$ cat src/include/wbStage_config.svh
// Write-back stage configuration
// Data width, register count and the instruction encodings
// that the write-back end decodes

`ifndef WB_STAGE_CONFIG_SVH
`define WB_STAGE_CONFIG_SVH

// Datapath sizing
`define WB_XLEN   32
`define WB_NREGS  32

// Load opcodes (I-type op field)
`define OP_LB     6'h20
`define OP_LH     6'h21
`define OP_LW     6'h23
`define OP_LBU    6'h24
`define OP_LHU    6'h25

// HI/LO move funct codes (R-type funct field)
`define FN_MFHI   6'h10
`define FN_MFLO   6'h12

`endif

$ cat src/wbPkg.sv
// Write-back stage types
// Stage bundle from MEM2, result select, write enables,
// the two-view instruction word and the commit record

`include "wbStage_config.svh"

package wbPkg;

    // Result source for the GPR write
    typedef enum logic [1:0] {
        selAlu  = 2'd0,
        selMem  = 2'd1,                 // Load data
        selLink = 2'd2,                 // PC + 8
        selHiLo = 2'd3
    } wbSelT;

    typedef struct packed {
        logic gpr;
        logic hi;
        logic lo;
    } regsWrT;

    //------------------------------------------------------------
    // Instruction word, R-type and I-type views
    //------------------------------------------------------------
    typedef struct packed {
        logic [5:0] op;
        logic [4:0] rs;
        logic [4:0] rt;
        logic [4:0] rd;
        logic [4:0] shamt;
        logic [5:0] funct;              // Picks HI or LO on a move
    } rTypeT;

    typedef struct packed {
        logic [5:0]  op;                // Picks load width and sign
        logic [4:0]  rs;
        logic [4:0]  rt;
        logic [15:0] imm;
    } iTypeT;

    typedef union packed {
        rTypeT rType;
        iTypeT iType;
    } instrU;

    typedef struct packed {
        logic                valid;
        logic [`WB_XLEN-1:0] pc;
        instrU               instr;
        logic [`WB_XLEN-1:0] aluOut;    // Also the load address
        logic [`WB_XLEN-1:0] dmOut;     // Raw aligned memory word
        logic [`WB_XLEN-1:0] outB;      // Source for mthi/mtlo
        wbSelT               wbSel;
        logic [4:0]          dst;
        regsWrT              regsWr;
        logic                storeReq;
    } stageBundleT;

    // One retired instruction
    typedef struct packed {
        logic [`WB_XLEN-1:0] pc;
        logic [4:0]          dst;
        logic [`WB_XLEN-1:0] data;
        logic                gprWe;
        logic                hiWe;
        logic                loWe;
        logic                storeReq;
    } commitT;

endpackage

$ cat src/wbPipeReg.sv
// MEM2-to-WB pipeline register
// Holds one stage bundle; loads on write enable, clears to a
// bubble on flush, and holds otherwise

`timescale 1ns/1ps

module wbPipeReg (
    input  logic                clk,
    input  logic                arstN,
    input  logic                wbWr,       // Low while the pipeline stalls
    input  logic                wbFlush,    // Beats wbWr
    input  wbPkg::stageBundleT  d,
    output wbPkg::stageBundleT  q
);

    //------------------------------------------------------------
    // Bundle register
    //------------------------------------------------------------
    // All fields travel together, so a cleared bundle is
    // simply all zeros and valid drops with the rest
    always_ff @(posedge clk or negedge arstN) begin
        if (!arstN) begin
            q <= '0;
        end else if (wbFlush) begin
            q <= '0;                        // Bubble
        end else if (wbWr) begin
            q <= d;
        end
    end

endmodule

$ cat src/wbControl.sv
// Write-back control
// Drives the pipeline register enables from stall and flush,
// and gates commit and register writes so that each entry
// retires exactly once, however long it is held

`timescale 1ns/1ps

module wbControl (
    input  logic                clk,
    input  logic                arstN,
    input  logic                stall,
    input  logic                flush,
    input  wbPkg::stageBundleT  entry,      // Current WB content
    output logic                wbWr,
    output logic                wbFlush,
    output logic                gprWe,
    output logic                hiWe,
    output logic                loWe,
    output logic                commitValid
);

    logic done;                             // Held entry already retired

    //------------------------------------------------------------
    // Pipeline register control
    //------------------------------------------------------------
    assign wbWr    = ~stall;
    assign wbFlush = flush;

    // Set after the first commit of an entry, cleared whenever
    // a new entry (or a bubble) is loaded
    always_ff @(posedge clk or negedge arstN) begin
        if (!arstN) begin
            done <= 1'b0;
        end else if (wbFlush || wbWr) begin
            done <= 1'b0;
        end else if (commitValid) begin
            done <= 1'b1;
        end
    end

    //------------------------------------------------------------
    // Commit and write gating
    //------------------------------------------------------------
    assign commitValid = entry.valid & ~done;

    // Register 0 is hard-wired to zero
    assign gprWe = commitValid & entry.regsWr.gpr & (entry.dst != 5'd0);
    assign hiWe  = commitValid & entry.regsWr.hi;
    assign loWe  = commitValid & entry.regsWr.lo;

    // A held entry commits in its first cycle only
    singleCommit: assert property (
        @(posedge clk) disable iff (!arstN)
        (commitValid && stall && !flush) |=> !commitValid
    ) else $error("commitValid repeated for a held entry");

endmodule

$ cat src/wbResultSelect.sv
// Write-back result select
// Chooses the GPR write data from ALU, load, link or HI/LO,
// and extracts and extends sub-word loads from the raw word

`timescale 1ns/1ps

`include "wbStage_config.svh"

module wbResultSelect (
    input  wbPkg::stageBundleT    entry,
    input  logic [`WB_XLEN-1:0]   hiQ,
    input  logic [`WB_XLEN-1:0]   loQ,
    output logic [`WB_XLEN-1:0]   wbData
);

    import wbPkg::*;

    logic [5:0]          op;
    logic [5:0]          funct;
    logic [1:0]          byteOff;
    logic [`WB_XLEN-1:0] byteShift;
    logic [`WB_XLEN-1:0] halfShift;
    logic [7:0]          byteVal;
    logic [15:0]         halfVal;
    logic [`WB_XLEN-1:0] loadData;
    logic [`WB_XLEN-1:0] hiLoData;
    logic                isHalf;

    // Two views of the same word
    assign op    = entry.instr.iType.op;
    assign funct = entry.instr.rType.funct;

    //------------------------------------------------------------
    // Load extraction
    //------------------------------------------------------------
    assign byteOff   = entry.aluOut[1:0];      // Offset within the word
    assign byteShift = entry.dmOut >> {byteOff, 3'b000};
    assign halfShift = entry.dmOut >> {byteOff[1], 4'b0000};
    assign byteVal   = byteShift[7:0];
    assign halfVal   = halfShift[15:0];

    always_comb begin
        case (op)
            `OP_LB:  loadData = {{(`WB_XLEN-8){byteVal[7]}}, byteVal};
            `OP_LBU: loadData = {{(`WB_XLEN-8){1'b0}}, byteVal};
            `OP_LH:  loadData = {{(`WB_XLEN-16){halfVal[15]}}, halfVal};
            `OP_LHU: loadData = {{(`WB_XLEN-16){1'b0}}, halfVal};
            `OP_LW:  loadData = entry.dmOut;
            default: loadData = entry.dmOut;    // Not a load, word as is
        endcase
    end

    // mfhi reads HI, everything else on this path reads LO
    assign hiLoData = (funct == `FN_MFHI) ? hiQ : loQ;

    //------------------------------------------------------------
    // Result mux
    //------------------------------------------------------------
    always_comb begin
        case (entry.wbSel)
            selAlu:  wbData = entry.aluOut;
            selMem:  wbData = loadData;
            selLink: wbData = entry.pc + `WB_XLEN'd8;  // Past the delay slot
            selHiLo: wbData = hiLoData;
            default: wbData = entry.aluOut;
        endcase
    end

    // Halfword loads must be halfword aligned; MEM raises the
    // address error before such an entry could reach WB
    assign isHalf = (op == `OP_LH) || (op == `OP_LHU);

    always_comb begin
        if (entry.valid && (entry.wbSel == selMem) && isHalf) begin
            halfAligned: assert #0 (byteOff[0] == 1'b0)
                else $error("Halfword load at odd offset %0d", byteOff);
        end
    end

endmodule

$ cat src/archRegs.sv
// Architectural registers
// 32-entry general register file with two combinational read
// ports that see a write pending in the same cycle, plus the
// HI and LO pair

`timescale 1ns/1ps

`include "wbStage_config.svh"

module archRegs (
    input  logic                  clk,
    input  logic                  arstN,
    input  logic                  gprWe,
    input  logic                  hiWe,
    input  logic                  loWe,
    input  logic [4:0]            wrAddr,
    input  logic [`WB_XLEN-1:0]   wrData,
    input  logic [`WB_XLEN-1:0]   hiLoData,   // Shared source for HI and LO
    input  logic [4:0]            rdAddrA,
    input  logic [4:0]            rdAddrB,
    output logic [`WB_XLEN-1:0]   rdDataA,
    output logic [`WB_XLEN-1:0]   rdDataB,
    output logic [`WB_XLEN-1:0]   hiQ,
    output logic [`WB_XLEN-1:0]   loQ
);

    logic [`WB_XLEN-1:0] regFile [`WB_NREGS];
    logic [`WB_XLEN-1:0] hiReg;
    logic [`WB_XLEN-1:0] loReg;
    logic                wrPending;
    logic                hitA;
    logic                hitB;

    //------------------------------------------------------------
    // General registers
    //------------------------------------------------------------
    assign wrPending = gprWe && (wrAddr != 5'd0);

    always_ff @(posedge clk or negedge arstN) begin
        if (!arstN) begin
            for (int i = 0; i < `WB_NREGS; i++) begin
                regFile[i] <= '0;
            end
        end else if (wrPending) begin
            regFile[wrAddr] <= wrData;
        end
    end

    // Bypass the write that lands at the next edge
    assign hitA = wrPending && (rdAddrA == wrAddr);
    assign hitB = wrPending && (rdAddrB == wrAddr);

    assign rdDataA = (rdAddrA == 5'd0) ? '0 :
                     hitA              ? wrData : regFile[rdAddrA];
    assign rdDataB = (rdAddrB == 5'd0) ? '0 :
                     hitB              ? wrData : regFile[rdAddrB];

    //------------------------------------------------------------
    // HI / LO
    //------------------------------------------------------------
    always_ff @(posedge clk or negedge arstN) begin
        if (!arstN) begin
            hiReg <= '0;
            loReg <= '0;
        end else begin
            if (hiWe) hiReg <= hiLoData;
            if (loWe) loReg <= hiLoData;
        end
    end

    assign hiQ = hiWe ? hiLoData : hiReg;   // Pending mthi visible now
    assign loQ = loWe ? hiLoData : loReg;

endmodule

$ cat src/wbTop.sv
// Write-back end of the integer pipeline
// Latches the MEM2 bundle, selects and extends the result,
// writes the GPRs and HI/LO, and reports one commit record
// per retired instruction

`timescale 1ns/1ps

`include "wbStage_config.svh"

module wbTop (
    input  logic                  clk,
    input  logic                  arstN,
    input  logic                  stall,
    input  logic                  flush,
    input  wbPkg::stageBundleT    mem2In,
    input  logic [4:0]            rdAddrA,
    input  logic [4:0]            rdAddrB,
    output logic [`WB_XLEN-1:0]   rdDataA,
    output logic [`WB_XLEN-1:0]   rdDataB,
    output wbPkg::commitT         commit,
    output logic                  commitValid
);

    import wbPkg::*;

    stageBundleT         wbQ;
    logic                wbWr;
    logic                wbFlush;
    logic                gprWe;
    logic                hiWe;
    logic                loWe;
    logic [`WB_XLEN-1:0] wbData;
    logic [`WB_XLEN-1:0] hiQ;
    logic [`WB_XLEN-1:0] loQ;

    //------------------------------------------------------------
    // Control and pipeline register
    //------------------------------------------------------------
    wbControl wbControl_i (
        .clk         (clk),
        .arstN       (arstN),
        .stall       (stall),
        .flush       (flush),
        .entry       (wbQ),
        .wbWr        (wbWr),
        .wbFlush     (wbFlush),
        .gprWe       (gprWe),
        .hiWe        (hiWe),
        .loWe        (loWe),
        .commitValid (commitValid)
    );

    wbPipeReg wbPipeReg_i (
        .clk     (clk),
        .arstN   (arstN),
        .wbWr    (wbWr),
        .wbFlush (wbFlush),
        .d       (mem2In),
        .q       (wbQ)
    );

    //------------------------------------------------------------
    // Datapath
    //------------------------------------------------------------
    wbResultSelect wbResultSelect_i (
        .entry  (wbQ),
        .hiQ    (hiQ),
        .loQ    (loQ),
        .wbData (wbData)
    );

    archRegs archRegs_i (
        .clk      (clk),
        .arstN    (arstN),
        .gprWe    (gprWe),
        .hiWe     (hiWe),
        .loWe     (loWe),
        .wrAddr   (wbQ.dst),
        .wrData   (wbData),
        .hiLoData (wbQ.outB),               // mthi / mtlo operand
        .rdAddrA  (rdAddrA),
        .rdAddrB  (rdAddrB),
        .rdDataA  (rdDataA),
        .rdDataB  (rdDataB),
        .hiQ      (hiQ),
        .loQ      (loQ)
    );

    // Commit record, meaningful while commitValid is high
    assign commit = '{
        pc:       wbQ.pc,
        dst:      wbQ.dst,
        data:     wbData,
        gprWe:    gprWe,
        hiWe:     hiWe,
        loWe:     loWe,
        storeReq: wbQ.storeReq
    };

endmodule

$ cat config.mk
export PLATFORM = sky130hd
export DESIGN_NAME = wbTop
export DESIGN_NICKNAME = d
export VERILOG_FILES = /design/src/wbPkg.sv /design/src/wbPipeReg.sv /design/src/wbControl.sv /design/src/wbResultSelect.sv /design/src/archRegs.sv /design/src/wbTop.sv
export VERILOG_INCLUDE_DIRS = /design/src /design/src/include
export SDC_FILE = /design/constraint.sdc
export NUM_CORES = 2
export LEC_CHECK = 0
export BUFFER_PORTS_ARGS = -buffer_cell sky130_fd_sc_hd__buf_2
export CORE_UTILIZATION = 35
export CTS_CLUSTER_SIZE = 24
export DETAILED_ROUTE_END_ITERATION = 6
export GPL_ROUTABILITY_DRIVEN = 0
export MAX_ROUTING_LAYER = met4
export PLACE_DENSITY = 0.59
export SLEW_MARGIN = 5
export SYNTH_ARGS = -nofsm -noshare
export SYNTH_HDL_FRONTEND = slang
export SYNTH_SLANG_ARGS = --single-unit
$ cat constraint.sdc
create_clock -name clk -period 3.5 [get_ports clk]
set_input_delay 0.175 -clock clk [delete_from_list [all_inputs] [get_ports clk]]
set_output_delay 0.175 -clock clk [all_outputs]
set_load 0.01 [all_outputs]
==> results.md <==
* Status: finished, violations left
* Failing checks: DRC, hold timing, setup timing
* Row count at 157
* Max Freq at 265 MHz
* Area delta synth->final at 25.7%
* Power per cell area at 428 mW/mm2
* Synth area leaders: dfrtp_1 48%, mux4_2 16%, o21ai_0 7.4%
* Clk_lat worst skew at 0.81 ns
* Top-Level Pins at 324
* Largest net degree at the start of global routing at 136
* CTS tree: done
* Htree depth at 4
* Routed via count at 53200
* DIE AREA at 0.187 mm2
* Kind of critical path: reg2out
* Final period utilization at 108%
* Cell area after synthesis at 0.0649 mm2
* Bufs and invs on worst path at 4
* #FFs+latches synth at 1241
* Critical path's slowest cell: or4_4
* CP Capture Type: output port
* Pleak at 0.0356 uW
* Total grt overflow at 0
* Number of synthesized flops with an enable pin at 0
* Max clock buf depth at 3
* VDD IR max at 0.000380 V
* Vias in the first global route at 53000
* Met2 WL post-DR at 115 mm
* Clock slew at reported path FFs at 0.06 ns
* M1 WL at 97.9 mm
* Chip width at 433 um
* Crit path max fanout at 6
* Vias per cell at 5.79
* Main synth FF type: dfrtp_1
* Final #Nets at 6803
* Post-route ant nets at 0
* Cell Chain, Critical Path: or4_4, or4_1, o311ai_1, a2bb2oi_2, o211a_4, buf_8, buf_4, inv_1, buf_2
* Seq/Total Area, Yosys at 47.8%
* Syn_area_per_cell at 10.7 um2
* Worst hold margin at -0.0545 ns
* Final Hold Vio Count at 17
* Unrepaired setup endpoints after global routing: yes
* Worst stage delay on the critical path at 0.66 ns
* Placed Cells incl. Taps at 8530
* Residual DRC count at 7
* Min cycle time layout at 3.77 ns
* Starting Density at 35.4%
* Cell taking the most area after synthesis: dfrtp_1
* I/O Buffers at 303
* R2r setup slk at 0.24 ns
* Drt first pass iters at 7
* Highest Signal Layer: met4
* Syn_nets at 6236
* Share of layout cells above drive strength 1 at 27.8%
* Clock sink count at 1241
* Wirelength per Cell at 27.1 um
* CORE AREA at 0.184 mm2
* Crit-path leading delay family: simple AND/OR/NAND/NOR gates
* Max_cap viols at 0
* Metal3 WL at 22.0 mm
* Total GRT Usage at 27.2%
* Crit path launch type: flop
* Top-area cell type share of the netlist area at 47.8%
* Global-route wire length before repair at 364 mm
* Initial antenna violation count at 8
* Max_slew headroom at 24.4%
* Final WS setup at -0.270 ns
* Cts bufs inserted at 139
* Final core occ at 44.5%
* Die H at 433 um
* Yosys cell types at 86
* Final WL at 249 mm
* Cells after Synth at 6049
* Post-route insts no fill at 9196
* Initial DRC count at 5110
* CTS Root Buffer Type: clkbuf_16
* Syn. warnings at 0
* Setup TNS at -9.76 ns
* Final-report setup violation count at 80
* Final Max Tran Viols at 0
* Worst slew pin tran at 1.13 ns
* DP HPWL at 155 mm
* Hold Crit Class: in2async
* Post-synth ARST share at 100%
* Crit path arrival time at 3.60 ns
* Clk_skew at 0.0328 ns
* CP required at 3.32 ns
-- metrics by stage --
stage / instance area (um2) / setup slack, ns / total power, uW
4_1_cts: 80500 / -0.301 / 34800
6_report: 81700 / -0.270 / 34900
2_1_floorplan: 64900 / 1.02 / 16900
3_5_place_dp: 70400 / -0.250 / 18700
3_3_place_gp: 70400 / -0.235 / 18700
5_1_grt: 81700 / -0.356 / 35900
-- per-layer routing --
layer	GRT usage (%)	vias up
li1	-	22900
met5	-	-
met1	34.4	27100
met2	41.9	2584
met3	5.35	645
met4	13.1	0
-- layout make-up --
class                   instances  area (um2)
diodes                          6        15.0
inverters                      56         280
fillers                     16700      102000
flip-flops and latches       1241       31100
multi-input cells            4101       32300
well taps                    2464        3080
clock buffers                 203        4220
clock inverters                48         510
repair buffers               1077       10200
-- synth_stat cells, types with 8 or more instances --
cell	n
a221oi_1	25
nand4_1	20
nor2_1	226
a221o_1	9
mux4_2	474
clkbuf_1	389
o21ai_1	75
inv_1	54
nor3_1	37
buf_2	103
o211ai_1	23
xnor2_1	13
o22ai_1	14
o21ai_0	965
buf_1	49
nand3_1	32
nor2b_1	40
mux2_2	52
a22oi_1	83
buf_4	72
buf_6	13
xor2_1	15
and2_1	12
nor3b_1	12
and3_1	10
clkbuf_2	26
a211oi_1	103
or4_1	8
nand2_1	1232
mux2i_1	358
nor4_1	9
dfrtp_1	1241
a21oi_1	109
-- registers in the layout, indices dropped and copies added, names as in the netlist --
signal and count:
archRegs_i.loReg 32, wbControl_i.done 1, archRegs_i.hiReg 32, wbPipeReg_i.q 152, archRegs_i.regFile 1024
-- repair_timing --
item,in CTS,in global routing
hold endpoints to repair,764,0
endpoints found under the setup margin,121,95
buffers inserted,128,57
resized for setup,331,163
pin swaps,57,68
cloned,19,5
hold buffers,221,0
-- where the power goes --
group	switching (uW)	total, uW	internal [uW]
logic	2800	4780	1980
clock network	6280	15200	8960
registers	281	14900	14600
-- cell usage in the layout, fill, tap and decap left out, types with 106 or more instances in the layout --
cell / instances
mux4_2: 474
buf_4: 375
dlygate4sd3_1: 221
nand2_1: 1200
buf_2: 240
buf_6: 106
clkbuf_16: 152
mux2i_1: 358
dfrtp_1: 1233
o21ai_0: 954
nor2_1: 220
-- final timing paths --
path / start / end / cells after the start
max in group asynchronous: arstN / wbPipeReg_i.q[110]$_DFFE_PN0N_ / 3
setup / recovery: wbPipeReg_i.q[107]$_DFFE_PN0N_ / commit[33] / 9
hold reg to reg: archRegs_i.regFile[1002]$_DFFE_PN0P_ / archRegs_i.regFile[1002]$_DFFE_PN0P_ / 0
setup reg to reg: wbPipeReg_i.q[107]$_DFFE_PN0N_ / archRegs_i.regFile[12]$_DFFE_PN0P_ / 12
min in group clk: flush / wbPipeReg_i.q[155]$_DFFE_PN0N_ / 2
hold / removal: arstN / archRegs_i.regFile[866]$_DFFE_PN0P_ / 2
-- cells by family (layout without fill, tap and decap cells) --
family	Yosys count	count (layout)	share of synthesized area, %
muxes	888	888	22.9
xor gates and xnor gates	28	28	0.378
other	0	6	0
and+or+nand+nor	1695	1696	10.8
DFF	1241	1241	47.8
buffers and inverters	708	1384	4.91
adders and majority gates	1	1	0.0193
AOI/OAI and AO/OA	1488	1488	13.1
(Power assumes the default switching activity.)
